--- config.mk ---
export PLATFORM = sky130hd
export DESIGN_NAME = mmio_router
export DESIGN_NICKNAME = d
export VERILOG_FILES = /design/src/mmio_pkg.sv /design/src/mmio_uart_tx.sv /design/src/mmio_uart_rx.sv /design/src/mmio_clint.sv /design/src/mmio_router.sv
export SDC_FILE = /design/constraint.sdc
export NUM_CORES = 1
export LEC_CHECK = 0
export ABC_AREA = 1
export CAP_MARGIN = 20
export CORE_MARGIN = 2
export CORE_UTILIZATION = 50
export DETAILED_ROUTE_END_ITERATION = 12
export DONT_BUFFER_PORTS = 1
export HOLD_SLACK_MARGIN = 0.02
export PLACE_DENSITY = 0.65
export SETUP_SLACK_MARGIN = 0.02
export SLEW_MARGIN = 30
export SYNTH_ARGS = -nofsm -noshare
export SYNTH_HDL_FRONTEND = slang
export SYNTH_SLANG_ARGS = --single-unit
--- constraint.sdc ---
create_clock -name clk -period 5.2 [get_ports clk]
set_input_delay 1.3 -clock clk [delete_from_list [all_inputs] [get_ports clk]]
set_output_delay 1.3 -clock clk [all_outputs]
set_load 0.005 [all_outputs]
--- src/mmio_pkg.sv ---
package mmio_pkg;

    parameter int xlen = 32;

    // peripherals sit at the top of the address space, everything else is memory.
    parameter logic [xlen-1:0] uart_tx_addr = 32'hff00_0000;
    parameter logic [xlen-1:0] uart_rx_addr = 32'hff00_0010;
    parameter logic [xlen-1:0] clint_base   = 32'hff00_0100;
    parameter logic [xlen-1:0] clint_end    = 32'hff00_010f;

    typedef enum logic [1:0] {
        errty_none         = 2'd0,
        errty_access_fault = 2'd1
    } mmio_errty_e;

endpackage

--- src/mmio_uart_tx.sv ---
module mmio_uart_tx #(
    parameter int CLKS_PER_BIT = 234
) (
    input  logic                      clk,
    input  logic                      reset,
    input  logic                      req_valid,
    output logic                      req_ready,
    input  logic                      req_wen,
    input  logic [mmio_pkg::xlen-1:0] req_wdata,
    output logic                      resp_valid,
    output logic [mmio_pkg::xlen-1:0] resp_rdata,
    output logic                      uart_tx
);
    import mmio_pkg::*;

    localparam int cnt_w = $clog2(CLKS_PER_BIT + 1);

    logic             busy;
    logic [9:0]       frame;
    logic [cnt_w-1:0] baud_cnt;
    logic [3:0]       bit_cnt;
    logic             accept;
    logic             bit_end;

    assign req_ready = !busy;
    assign accept    = req_valid && req_ready;
    assign bit_end   = busy && baud_cnt == cnt_w'(CLKS_PER_BIT - 1);

    // the line idles high between frames.
    assign uart_tx = busy ? frame[0] : 1'b1;

    always_ff @(posedge clk) begin
        if (reset) begin
            busy       <= 1'b0;
            baud_cnt   <= '0;
            bit_cnt    <= '0;
            resp_valid <= 1'b0;
        end else begin
            resp_valid <= accept;
            if (accept && req_wen) begin
                busy     <= 1'b1;
                baud_cnt <= '0;
                bit_cnt  <= '0;
            end else if (bit_end) begin
                baud_cnt <= '0;
                if (bit_cnt == 4'd9) begin
                    busy <= 1'b0;
                end else begin
                    bit_cnt <= bit_cnt + 4'd1;
                end
            end else if (busy) begin
                baud_cnt <= baud_cnt + cnt_w'(1);
            end
        end
    end

    // start bit in bit 0, stop bit shifted in behind the data.
    always_ff @(posedge clk) begin
        if (accept && req_wen) begin
            frame <= {1'b1, req_wdata[7:0], 1'b0};
        end else if (bit_end) begin
            frame <= {1'b1, frame[9:1]};
        end
        if (accept) begin
            resp_rdata <= {{(xlen - 1){1'b0}}, busy};
        end
    end

endmodule

--- src/mmio_uart_rx.sv ---
module mmio_uart_rx #(
    parameter int CLKS_PER_BIT = 234
) (
    input  logic                      clk,
    input  logic                      reset,
    input  logic                      uart_rx,
    input  logic                      req_valid,
    output logic                      req_ready,
    input  logic                      req_wen,
    output logic                      resp_valid,
    output logic [mmio_pkg::xlen-1:0] resp_rdata
);
    import mmio_pkg::*;

    localparam int cnt_w = $clog2(CLKS_PER_BIT + 1);

    localparam logic [1:0] st_idle  = 2'd0;
    localparam logic [1:0] st_start = 2'd1;
    localparam logic [1:0] st_data  = 2'd2;
    localparam logic [1:0] st_stop  = 2'd3;

    logic [1:0]       sync;
    logic             line;
    logic [1:0]       state;
    logic [cnt_w-1:0] baud_cnt;
    logic [2:0]       bit_cnt;
    logic [7:0]       shift;
    logic [7:0]       hold;
    logic             full;
    logic             accept;
    logic             half_bit;
    logic             full_bit;

    assign req_ready = 1'b1;
    assign accept    = req_valid && req_ready;
    assign line      = sync[1];
    assign half_bit  = baud_cnt == cnt_w'(CLKS_PER_BIT / 2 - 1);
    assign full_bit  = baud_cnt == cnt_w'(CLKS_PER_BIT - 1);

    always_ff @(posedge clk) begin
        if (reset) begin
            sync       <= 2'b11;
            state      <= st_idle;
            baud_cnt   <= '0;
            bit_cnt    <= '0;
            full       <= 1'b0;
            resp_valid <= 1'b0;
        end else begin
            sync       <= {sync[0], uart_rx};
            resp_valid <= accept;
            baud_cnt   <= baud_cnt + cnt_w'(1);
            // a read empties the holding register.
            if (accept && !req_wen) begin
                full <= 1'b0;
            end
            case (state)
                st_idle: begin
                    baud_cnt <= '0;
                    if (!line) begin
                        state <= st_start;
                    end
                end
                st_start: if (half_bit) begin
                    // now in the middle of the start bit; a glitch returns to idle.
                    baud_cnt <= '0;
                    bit_cnt  <= '0;
                    state    <= line ? st_idle : st_data;
                end
                st_data: if (full_bit) begin
                    baud_cnt <= '0;
                    bit_cnt  <= bit_cnt + 3'd1;
                    if (bit_cnt == 3'd7) begin
                        state <= st_stop;
                    end
                end
                default: if (full_bit) begin
                    state <= st_idle;
                    if (line) begin
                        full <= 1'b1;
                    end
                end
            endcase
        end
    end

    always_ff @(posedge clk) begin
        if (state == st_data && full_bit) begin
            shift <= {line, shift[7:1]};
        end
        if (state == st_stop && full_bit && line) begin
            hold <= shift;
        end
        if (accept) begin
            resp_rdata <= {{(xlen - 9){1'b0}}, full, hold};
        end
    end

endmodule

--- src/mmio_clint.sv ---
module mmio_clint (
    input  logic                      clk,
    input  logic                      reset,
    input  logic                      req_valid,
    output logic                      req_ready,
    input  logic [3:0]                req_addr,
    input  logic                      req_wen,
    input  logic [mmio_pkg::xlen-1:0] req_wdata,
    output logic                      resp_valid,
    output logic [mmio_pkg::xlen-1:0] resp_rdata,
    output logic                      timer_irq
);
    import mmio_pkg::*;

    logic [63:0]     mtime;
    logic [63:0]     mtimecmp;
    logic            accept;
    logic [xlen-1:0] rd_word;

    assign req_ready = 1'b1;
    assign accept    = req_valid && req_ready;

    always_comb begin
        case (req_addr)
            4'h0:    rd_word = mtime[31:0];
            4'h4:    rd_word = mtime[63:32];
            4'h8:    rd_word = mtimecmp[31:0];
            4'hc:    rd_word = mtimecmp[63:32];
            default: rd_word = '0;
        endcase
    end

    always_ff @(posedge clk) begin
        if (reset) begin
            mtime      <= '0;
            mtimecmp   <= '1;
            timer_irq  <= 1'b0;
            resp_valid <= 1'b0;
        end else begin
            mtime      <= mtime + 64'd1;
            timer_irq  <= mtime >= mtimecmp;
            resp_valid <= accept;
            if (accept && req_wen && req_addr == 4'h8) begin
                mtimecmp[31:0] <= req_wdata;
            end
            if (accept && req_wen && req_addr == 4'hc) begin
                mtimecmp[63:32] <= req_wdata;
            end
        end
    end

    always_ff @(posedge clk) begin
        if (accept) begin
            resp_rdata <= rd_word;
        end
    end

endmodule

--- src/mmio_router.sv ---
module mmio_router #(
    parameter int CLKS_PER_BIT = 234
) (
    input  logic                          clk,
    input  logic                          reset,

    input  logic                          dreq_valid,
    output logic                          dreq_ready,
    input  logic [mmio_pkg::xlen-1:0]     dreq_addr,
    input  logic                          dreq_wen,
    input  logic [mmio_pkg::xlen-1:0]     dreq_wdata,
    input  logic [mmio_pkg::xlen/8-1:0]   dreq_wmask,

    output logic                          dresp_valid,
    output logic [mmio_pkg::xlen-1:0]     dresp_rdata,
    output logic                          dresp_error,
    output mmio_pkg::mmio_errty_e         dresp_errty,

    output logic                          mem_req_valid,
    input  logic                          mem_req_ready,
    output logic [mmio_pkg::xlen-1:0]     mem_req_addr,
    output logic                          mem_req_wen,
    output logic [mmio_pkg::xlen-1:0]     mem_req_wdata,
    output logic [mmio_pkg::xlen/8-1:0]   mem_req_wmask,
    input  logic                          mem_resp_valid,
    input  logic [mmio_pkg::xlen-1:0]     mem_resp_rdata,
    input  logic                          mem_resp_error,

    input  logic                          uart_rx,
    output logic                          uart_tx,
    output logic                          timer_irq
);
    import mmio_pkg::*;

    localparam logic [1:0] st_idle       = 2'd0;
    localparam logic [1:0] st_wait_ready = 2'd1;
    localparam logic [1:0] st_wait_valid = 2'd2;

    function automatic logic in_clint(input logic [xlen-1:0] addr);
        return addr >= clint_base && addr <= clint_end;
    endfunction

    logic [1:0]        state;
    logic [xlen-1:0]   s_addr;
    logic              s_wen;
    logic [xlen-1:0]   s_wdata;
    logic [xlen/8-1:0] s_wmask;

    logic l_tx, l_rx, l_clint;
    logic s_tx, s_rx, s_clint, s_mem;
    logic sel_tx, sel_rx, sel_clint, sel_mem;
    logic take, issue, sel_ready, resp_hit;

    logic [xlen-1:0]   cur_addr;
    logic              cur_wen;
    logic [xlen-1:0]   cur_wdata;

    logic              tx_ready, tx_resp_valid;
    logic [xlen-1:0]   tx_resp_rdata;
    logic              rx_ready, rx_resp_valid;
    logic [xlen-1:0]   rx_resp_rdata;
    logic              clint_ready, clint_resp_valid;
    logic [xlen-1:0]   clint_resp_rdata;

    assign l_tx    = dreq_addr == uart_tx_addr;
    assign l_rx    = dreq_addr == uart_rx_addr;
    assign l_clint = in_clint(dreq_addr);

    assign s_tx    = s_addr == uart_tx_addr;
    assign s_rx    = s_addr == uart_rx_addr;
    assign s_clint = in_clint(s_addr);
    assign s_mem   = !(s_tx || s_rx || s_clint);

    // the outstanding request completes this cycle.
    assign resp_hit = state == st_wait_valid && (
                        (s_tx    && tx_resp_valid)    ||
                        (s_rx    && rx_resp_valid)    ||
                        (s_clint && clint_resp_valid) ||
                        (s_mem   && mem_resp_valid));

    assign dreq_ready = state == st_idle || resp_hit;

    // while the core channel is open the live request goes straight to the target.
    assign take      = dreq_ready;
    assign sel_tx    = take ? l_tx : s_tx;
    assign sel_rx    = take ? l_rx : s_rx;
    assign sel_clint = take ? l_clint : s_clint;
    assign sel_mem   = !(sel_tx || sel_rx || sel_clint);

    assign cur_addr  = take ? dreq_addr : s_addr;
    assign cur_wen   = take ? dreq_wen : s_wen;
    assign cur_wdata = take ? dreq_wdata : s_wdata;
    assign issue     = take ? dreq_valid : state == st_wait_ready;

    assign sel_ready = sel_tx    ? tx_ready :
                       sel_rx    ? rx_ready :
                       sel_clint ? clint_ready :
                                   mem_req_ready;

    assign mem_req_valid = issue && sel_mem;
    assign mem_req_addr  = cur_addr;
    assign mem_req_wen   = cur_wen;
    assign mem_req_wdata = cur_wdata;
    assign mem_req_wmask = take ? dreq_wmask : s_wmask;

    assign dresp_valid = resp_hit;
    assign dresp_rdata = s_tx    ? tx_resp_rdata :
                         s_rx    ? rx_resp_rdata :
                         s_clint ? clint_resp_rdata :
                                   mem_resp_rdata;
    // only the memory can fault.
    assign dresp_error = s_mem && mem_resp_error;
    assign dresp_errty = dresp_error ? errty_access_fault : errty_none;

    always_ff @(posedge clk) begin
        if (reset) begin
            state <= st_idle;
        end else if (dreq_ready) begin
            if (dreq_valid) begin
                state <= sel_ready ? st_wait_valid : st_wait_ready;
            end else begin
                state <= st_idle;
            end
        end else if (state == st_wait_ready && sel_ready) begin
            state <= st_wait_valid;
        end
    end

    always_ff @(posedge clk) begin
        if (dreq_valid && dreq_ready) begin
            s_addr  <= dreq_addr;
            s_wen   <= dreq_wen;
            s_wdata <= dreq_wdata;
            s_wmask <= dreq_wmask;
        end
    end

    mmio_uart_tx #(
        .CLKS_PER_BIT(CLKS_PER_BIT)
    ) i_uart_tx (
        .clk        (clk),
        .reset      (reset),
        .req_valid  (issue && sel_tx),
        .req_ready  (tx_ready),
        .req_wen    (cur_wen),
        .req_wdata  (cur_wdata),
        .resp_valid (tx_resp_valid),
        .resp_rdata (tx_resp_rdata),
        .uart_tx    (uart_tx)
    );

    mmio_uart_rx #(
        .CLKS_PER_BIT(CLKS_PER_BIT)
    ) i_uart_rx (
        .clk        (clk),
        .reset      (reset),
        .uart_rx    (uart_rx),
        .req_valid  (issue && sel_rx),
        .req_ready  (rx_ready),
        .req_wen    (cur_wen),
        .resp_valid (rx_resp_valid),
        .resp_rdata (rx_resp_rdata)
    );

    mmio_clint i_clint (
        .clk        (clk),
        .reset      (reset),
        .req_valid  (issue && sel_clint),
        .req_ready  (clint_ready),
        .req_addr   (cur_addr[3:0]),
        .req_wen    (cur_wen),
        .req_wdata  (cur_wdata),
        .resp_valid (clint_resp_valid),
        .resp_rdata (clint_resp_rdata),
        .timer_irq  (timer_irq)
    );

endmodule

---- Word-level counts from Yosys, hierarchy flattened ----
Index checks and enable logic that the tools add are counted.
W data, S select, Z words.
operators by class
  reduce and logical (&&, ||, !) cells .... 51
  $lt $le $gt $ge ......................... 5
  add/subtract/negate cells ............... 5
  mux-type cells .......................... 43
  bitwise operators ....................... 1
  eq/ne operators ......................... 21
operator list
  kind                     number
  $mux W32                 5
  $eq A32 B32 Y1 const B   4
  $pmux W32 S4             1
  $add A64 B1 Y64 const B  1
  $ge A32 B32 Y1 const B   2
  $ge A64 B64 Y1           1
  $le A32 B32 Y1 const B   2
  $logic_and A1 B1 Y1      24
  $pmux W8 S3              1
  $mux W2                  10
  $mux W9                  2
  $mux W1                  17
  $add A8 B1 Y8 const B    2
  $eq A8 B8 Y1 const B     2
  $mux W8                  2
  $eq A4 B4 Y1 const B     3
  $eq A8 B7 Y1 const B     1
  $logic_or A1 B1 Y1       8
  $reduce_bool A2 Y1       4
  $eq A2 B2 Y1 const B     3
  $mux W3                  2
  $ne A2 B1 Y1 const B     3
  $pmux W2 S3              1
  $pmux W3 S2              1
  17 further kinds         24
storage, ports and cells
  register bits ........................... 299
  word-level logic and storage cells ...... 153
  input port bits ......................... 108
  output and inout bits ................... 109

---- Logic depth before layout (Yosys ltp) ----
  depth after elaboration ................. 15
  mapped depth ............................ 21

---- Hierarchy ----
From an unflattened synthesis, not the netlist that was laid out.
unflattened totals
  cells, all modules ...................... 2,282
  area, all modules ....................... 17,277.8 um2
modules (own cells, without submodules)
  module        instances  cells an instance  area each (um2)
  mmio_clint    1          1,208              9,125.0
  mmio_router   1          744                4,978.5
  mmio_uart_rx  1          163                1,774.2
  mmio_uart_tx  1          167                1,400.1

---- Worst setup path after synthesis ----
Ideal clock, no wire load.
  path kind ............................... input -> register
  start ................................... in mem_resp_valid
  end ..................................... reg i_clint.resp_rdata[0] in the netlist's numbering (enable)
  stages .................................. 9
  setup slack ............................. 1,325 ps
  arrival time ............................ 3,454 ps
  library setup time ...................... 421 ps
  cells stage by stage .................... nand4_4 nand2_2 nand2_2 nand2_4 buf_2 nand2_1 o22ai_1 inv_1 nor2_1
on the way
  cells in the longest elaborated chain, start to end .. 6
RTL lines
  element                      RTL line                              RTL
  from (decl)                  mmio_router.sv:25                     input logic mem_resp_valid,
  $logic_and A1 B1 Y1 (*)      mmio_router.sv:79                     (s_mem && mem_resp_valid));
  $logic_or A1 B1 Y1 (*)       mmio_router.sv:78                     (s_clint && clint_resp_valid) ||
  $logic_and A1 B1 Y1 (*)      mmio_router.sv:75                     assign resp_hit = state == st_wait_valid && (
  $logic_or A1 B1 Y1 (*)       mmio_router.sv:81                     assign dreq_ready = state == st_idle || resp_hit;
  $mux W1 (on tied branches)   mmio_router.sv:93, mmio_router.sv:87
  $logic_and A1 B1 Y1 (*)      mmio_router.sv:168                    .req_valid (issue && sel_clint),
  named net i_clint.req_valid  mmio_clint.sv:4                       input logic req_valid,
  to (signal assigned)         mmio_clint.sv:54                      resp_rdata <= rd_word;
  to (decl)                    mmio_clint.sv:10                      output logic [mmio_pkg::xlen-1:0] resp_rdata,
Mark *: on every way through the listed nets, which the timed path passes. The rest lies on a longest branch.
A chain may end at the register's enable or synchronous reset.

---- Worst setup path after layout ----
  start ................................... reg s_addr[6]
  end ..................................... out mem_req_wdata[18] in the netlist's numbering
on the way
  cells in the longest elaborated chain, start to end .. 9
RTL lines
  element                                                           RTL line                              RTL
  from (decl)                                                       mmio_router.sv:44                     logic [xlen-1:0] s_addr;
  from (signal assigned)                                            mmio_router.sv:131                    s_addr <= dreq_addr;
  $ge A32 B32 Y1, or another cell as far along                      mmio_router.sv:40                     return addr >= clint_base && addr <= clint_end;
  $logic_and A1 B1 Y1 / $logic_or A1 B1 Y1 (equally long branches)  mmio_router.sv:40, mmio_router.sv:72
  $logic_or A1 B1 Y1                                                mmio_router.sv:72                     assign s_mem = !(s_tx || s_rx || s_clint);
  $logic_not A1 Y1                                                  mmio_router.sv:72
  $logic_and A1 B1 Y1                                               mmio_router.sv:79
  $logic_or A1 B1 Y1 (*)                                            mmio_router.sv:78
  $logic_and A1 B1 Y1 (*)                                           mmio_router.sv:75
  $logic_or A1 B1 Y1 (*)                                            mmio_router.sv:81
  $mux W32 (*)                                                      mmio_router.sv:92                     assign cur_wdata = take ? dreq_wdata : s_wdata;
  to (decl)                                                         mmio_router.sv:23                     output logic [mmio_pkg::xlen-1:0] mem_req_wdata,
Every way passes the cells marked *; elsewhere a longest branch is shown, timed or not.

==> results.py <==
metrics = {
    "clock_tree": {
        "cts_resized": 0,
        "clk_path_buf_depth": 3,
        "postCtsHoldBufs": 0,
        "clk_latency_ns": 0.52,
        "root_buffer": "clkbuf_16",
        "cts_num_sinks": 299,
        "cts_setup_buffers": 0,
        "clkTransAtPathRegs_ns": 0.06,
        "htree_levels": 2,
        "cts_tree": "done",
        "cts_buffers": 35,
    },
    "synthesis": {
        "synth_mux_area_share_pct": 0,
        "synth_nets": 2410,
        "synth_compound_area_share_pct": 6.112,
        "synth-async-reset-ratio_pct": 0,
        "synth_flop_cell": "dfxtp_1",
        "synth.avg_cell_area_um2": 7.524,
        "ys_seq_area_share_pct": 43.87,
        "ys_warn_count": 0,
        "yosysUniqueCellTypes": 59,
        "synth_adder_area_share_pct": 5.910,
        "yosys.area_share.xor_xnor_pct": 1.152,
        "synth_top_family_by_area": "simple AND/OR/NAND/NOR gates",
        "syn-cell-area_mm2": 0.01672,
        "synth-simple-area-share_pct": 32.77,
        "synth_cells": 2223,
        "ys_ff_latch": 299,
        "synth_edf_count": 135,
    },
    "grt": {
        "grt_max_degree": 65,
        "globalRouteOverflowTotal": 0,
        "grt_pass1_wl_mm": 71.52,
        "antenna_found_initial": 1,
        "grt_usage_pct": 25.39,
        "grt_pass1_vias": 13200,
    },
    "setup_path": {
        "slowest_delay_ns": 0.48,
        "critPathCaptureType": "output port",
        "crit_family": "simple AND/OR/NAND/NOR gates",
        "cpMaxStageDelayCell": "nand2_4",
        "crit_top_cell": "nand2_1",
        "crit_type": "reg2out",
        "worstPathMaxFanout": 56,
        "worstPathCellList": "inv_2 > nand2_1 > nor2_2 > nand2_1 > nor2_2 > nand2_4 > nand4_4 > nand3_4 > nand2_4 > buf_4 > nand2_1 > nand2_1",
        "critPathLaunch": "s_addr[6]$_DFFE_PP_",
        "r2r-start": "s_addr[6]$_DFFE_PP_",
        "cp.required_ns": 3.90,
        "cp-start-kind": "flop",
        "worst_ep_arrival_time_ns": 3.37,
        "critPathBufInv": 2,
    },
    "floorplanning": {
        "fp.dieH_um": 186.9,
        "dieArea_mm2": 0.03493,
        "coreArea_mm2": 0.03270,
        "rows": 66,
        "ios": 217,
        "die_x_um": 186.9,
        "start_util_pct": 51.14,
    },
    "sta": {
        "period_needed_ns": 4.667,
        "slew_viol_final": 0,
        "slew_headroom_pct": 36.91,
        "finalCritPeriodShare_pct": 89.75,
        "tightest_slew_ns": 0.9332,
        "finalSetupTns_ns": 0,
        "setup_violations": 0,
        "finClkSkew_ns": 0.02144,
        "fmax_ghz": 0.2143,
        "final-hold-violation-count": 0,
        "rsz0062_at_grt": "no",
    },
    "finish": {
        "nets": 2383,
        "finalNonFillerCells": 2660,
        "final_cell_mix": "nand2_1, inv_1, nand3_1",
        "drive_above_1_share_pct": 6.402,
        "area_growth_pct": 8.304,
        "num_antenna_cells": 0,
        "layout_commonest_cell": "nand2_1",
    },
    "placement": {
        "io_buffers": 0,
        "dp_hpwl_mm": 33.98,
        "gp_congestion": 0.9450,
        "dp.cells": 2601,
    },
    "pwr": {
        "powerDensity_mw_per_mm2": 301.6,
        "leakage_nw": 8.449,
        "totalPowerFinal_mw": 5.463,
        "max-vdd-ir-drop_v": 0.0002441,
    },
    "drt": {
        "wire_per_inst_um": 17.03,
        "ant_nets": 0,
        "initialDrtViolationCount": 1339,
        "viasPerCell": 5.435,
        "wl_mm": 45.29,
        "vias": 14460,
        "drc": 0,
        "first_pass_iters": 5,
    },
    "hold_path": {
        "hold_start": "i_uart_rx.sync[0]$_SDFF_PP1_",
        "hold_class": "reg2reg",
    },
    "outcome": {
        "status": "finished, final reports clean",
    },
    "flow_run": {
        "drv_cap": 0,
    },
}
-- state kept, by name (all words and copies together), names as in the netlist, 3 cells and up --
signal                count
i_uart_rx.baud_cnt        8
i_uart_rx.shift           8
i_clint.mtimecmp         64
i_uart_tx.frame           9
i_clint.mtime            64
i_uart_tx.bit_cnt         4
i_uart_rx.resp_rdata      9
i_uart_rx.bit_cnt         3
i_clint.resp_rdata       32
i_uart_tx.baud_cnt        8
i_uart_rx.hold            8
s_addr                   32
s_wdata                  32
s_wmask                   4
-- logic make-up after synthesis --
| family | after synthesis |
|---|---|
| xor gates and xnor gates | 22 |
| buffers and inverters | 402 |
| AOI/OAI and AO/OA | 180 |
| other | 1 |
| adders and majority gates | 79 |
| and+or+nand+nor | 1240 |
| DFF | 299 |
-- final timing paths --
path                             endpoint  slack [ns]  cells after the start
max reg2reg  i_uart_tx.frame[7]$_DFFE_PP_        1.09                     14
min          i_uart_rx.sync[1]$_SDFF_PP1_        0.41                      1
max                     mem_req_wdata[18]        0.53                     12
min reg2reg  i_uart_rx.sync[1]$_SDFF_PP1_        0.41                      1
-- cells in the mapped netlist, drive strengths merged, types with 4 or more instances --
library cell / count / share of area [%]
a211oi: 6 / 0.27
a21oi: 69 / 2.1
and3: 4 / 0.15
buf: 61 / 2.5
clkbuf: 23 / 0.52
dfxtp: 164 / 20
edfxtp: 135 / 24
ha: 79 / 5.9
inv: 316 / 7.1
nand2: 620 / 14
nand3: 242 / 7.3
nand4: 42 / 1.7
nor2: 211 / 5.1
nor3: 87 / 2.7
nor3b: 8 / 0.36
nor4: 14 / 0.52
o21a: 5 / 0.22
o21ai: 72 / 2.2
o31ai: 10 / 0.45
or2: 7 / 0.26
xnor2: 6 / 0.31
xor2: 16 / 0.84
-- per-layer routing --
layer / routed length [um] / track usage, % / vias up / part of all wire (%)
li1: - / - / 7178 / -
met1: 20980 / 36.54 / 6705 / 46
met2: 19800 / 39.06 / 507 / 44
met3: 3358 / 4.709 / 66 / 7.4
met4: 1135 / 7.234 / 2 / 2.5
met5: 18 / 0 / - / 0.040
-- final cells by class --
cell class              count  area (um^2)
multi-input cells        1522         7709
clock buffers              45        944.7
repair buffers             20        162.7
inverters                 318         1195
fillers                  3132        14590
flip-flops and latches    299         7337
well taps                 442        553.0
clock inverters            14        212.7
-- report_power, final --
| part | total [mW] | internal (mW) | switching (mW) |
|---|---|---|---|
| registers | 2.54 | 2.51 | 0.0272 |
| clock network | 2.49 | 1.53 | 0.960 |
| logic | 0.431 | 0.102 | 0.330 |
| total | 5.46 | 4.15 | 1.32 |
-- stage by stage --
stage | util, % | worst slack [ns] | hold slack (ns) | area, um^2
after global routing | 55.39 | 0.2078 | 0.4200 | 18110
after detailed placement | 51.84 | 1.067 | 0.3969 | 16950
final | 55.39 | 0.5329 | 0.4139 | 18110
after global placement | 51.84 | 1.152 | 0.4005 | 16950
after floorplan | - | 1.325 | 0.3895 | 16720
after CTS | 55.38 | 0.5114 | 0.4098 | 18110
-- worst reg2reg max path, stage by stage (launching register included) --
cell and delay (ns):
edfxtp_1 0.42, inv_2 0.06, nand2_1 0.08, nor2_2 0.19
nand2_1 0.09, nor2_2 0.15, nand2_4 0.23, nand4_4 0.21
nand3_4 0.16, nand2_4 0.48, buf_4 0.50, nand2_1 0.12
o21ai_2 0.12, nand3_1 0.48, nand2_1 0.48
Power figures use the tool's default switching activity.
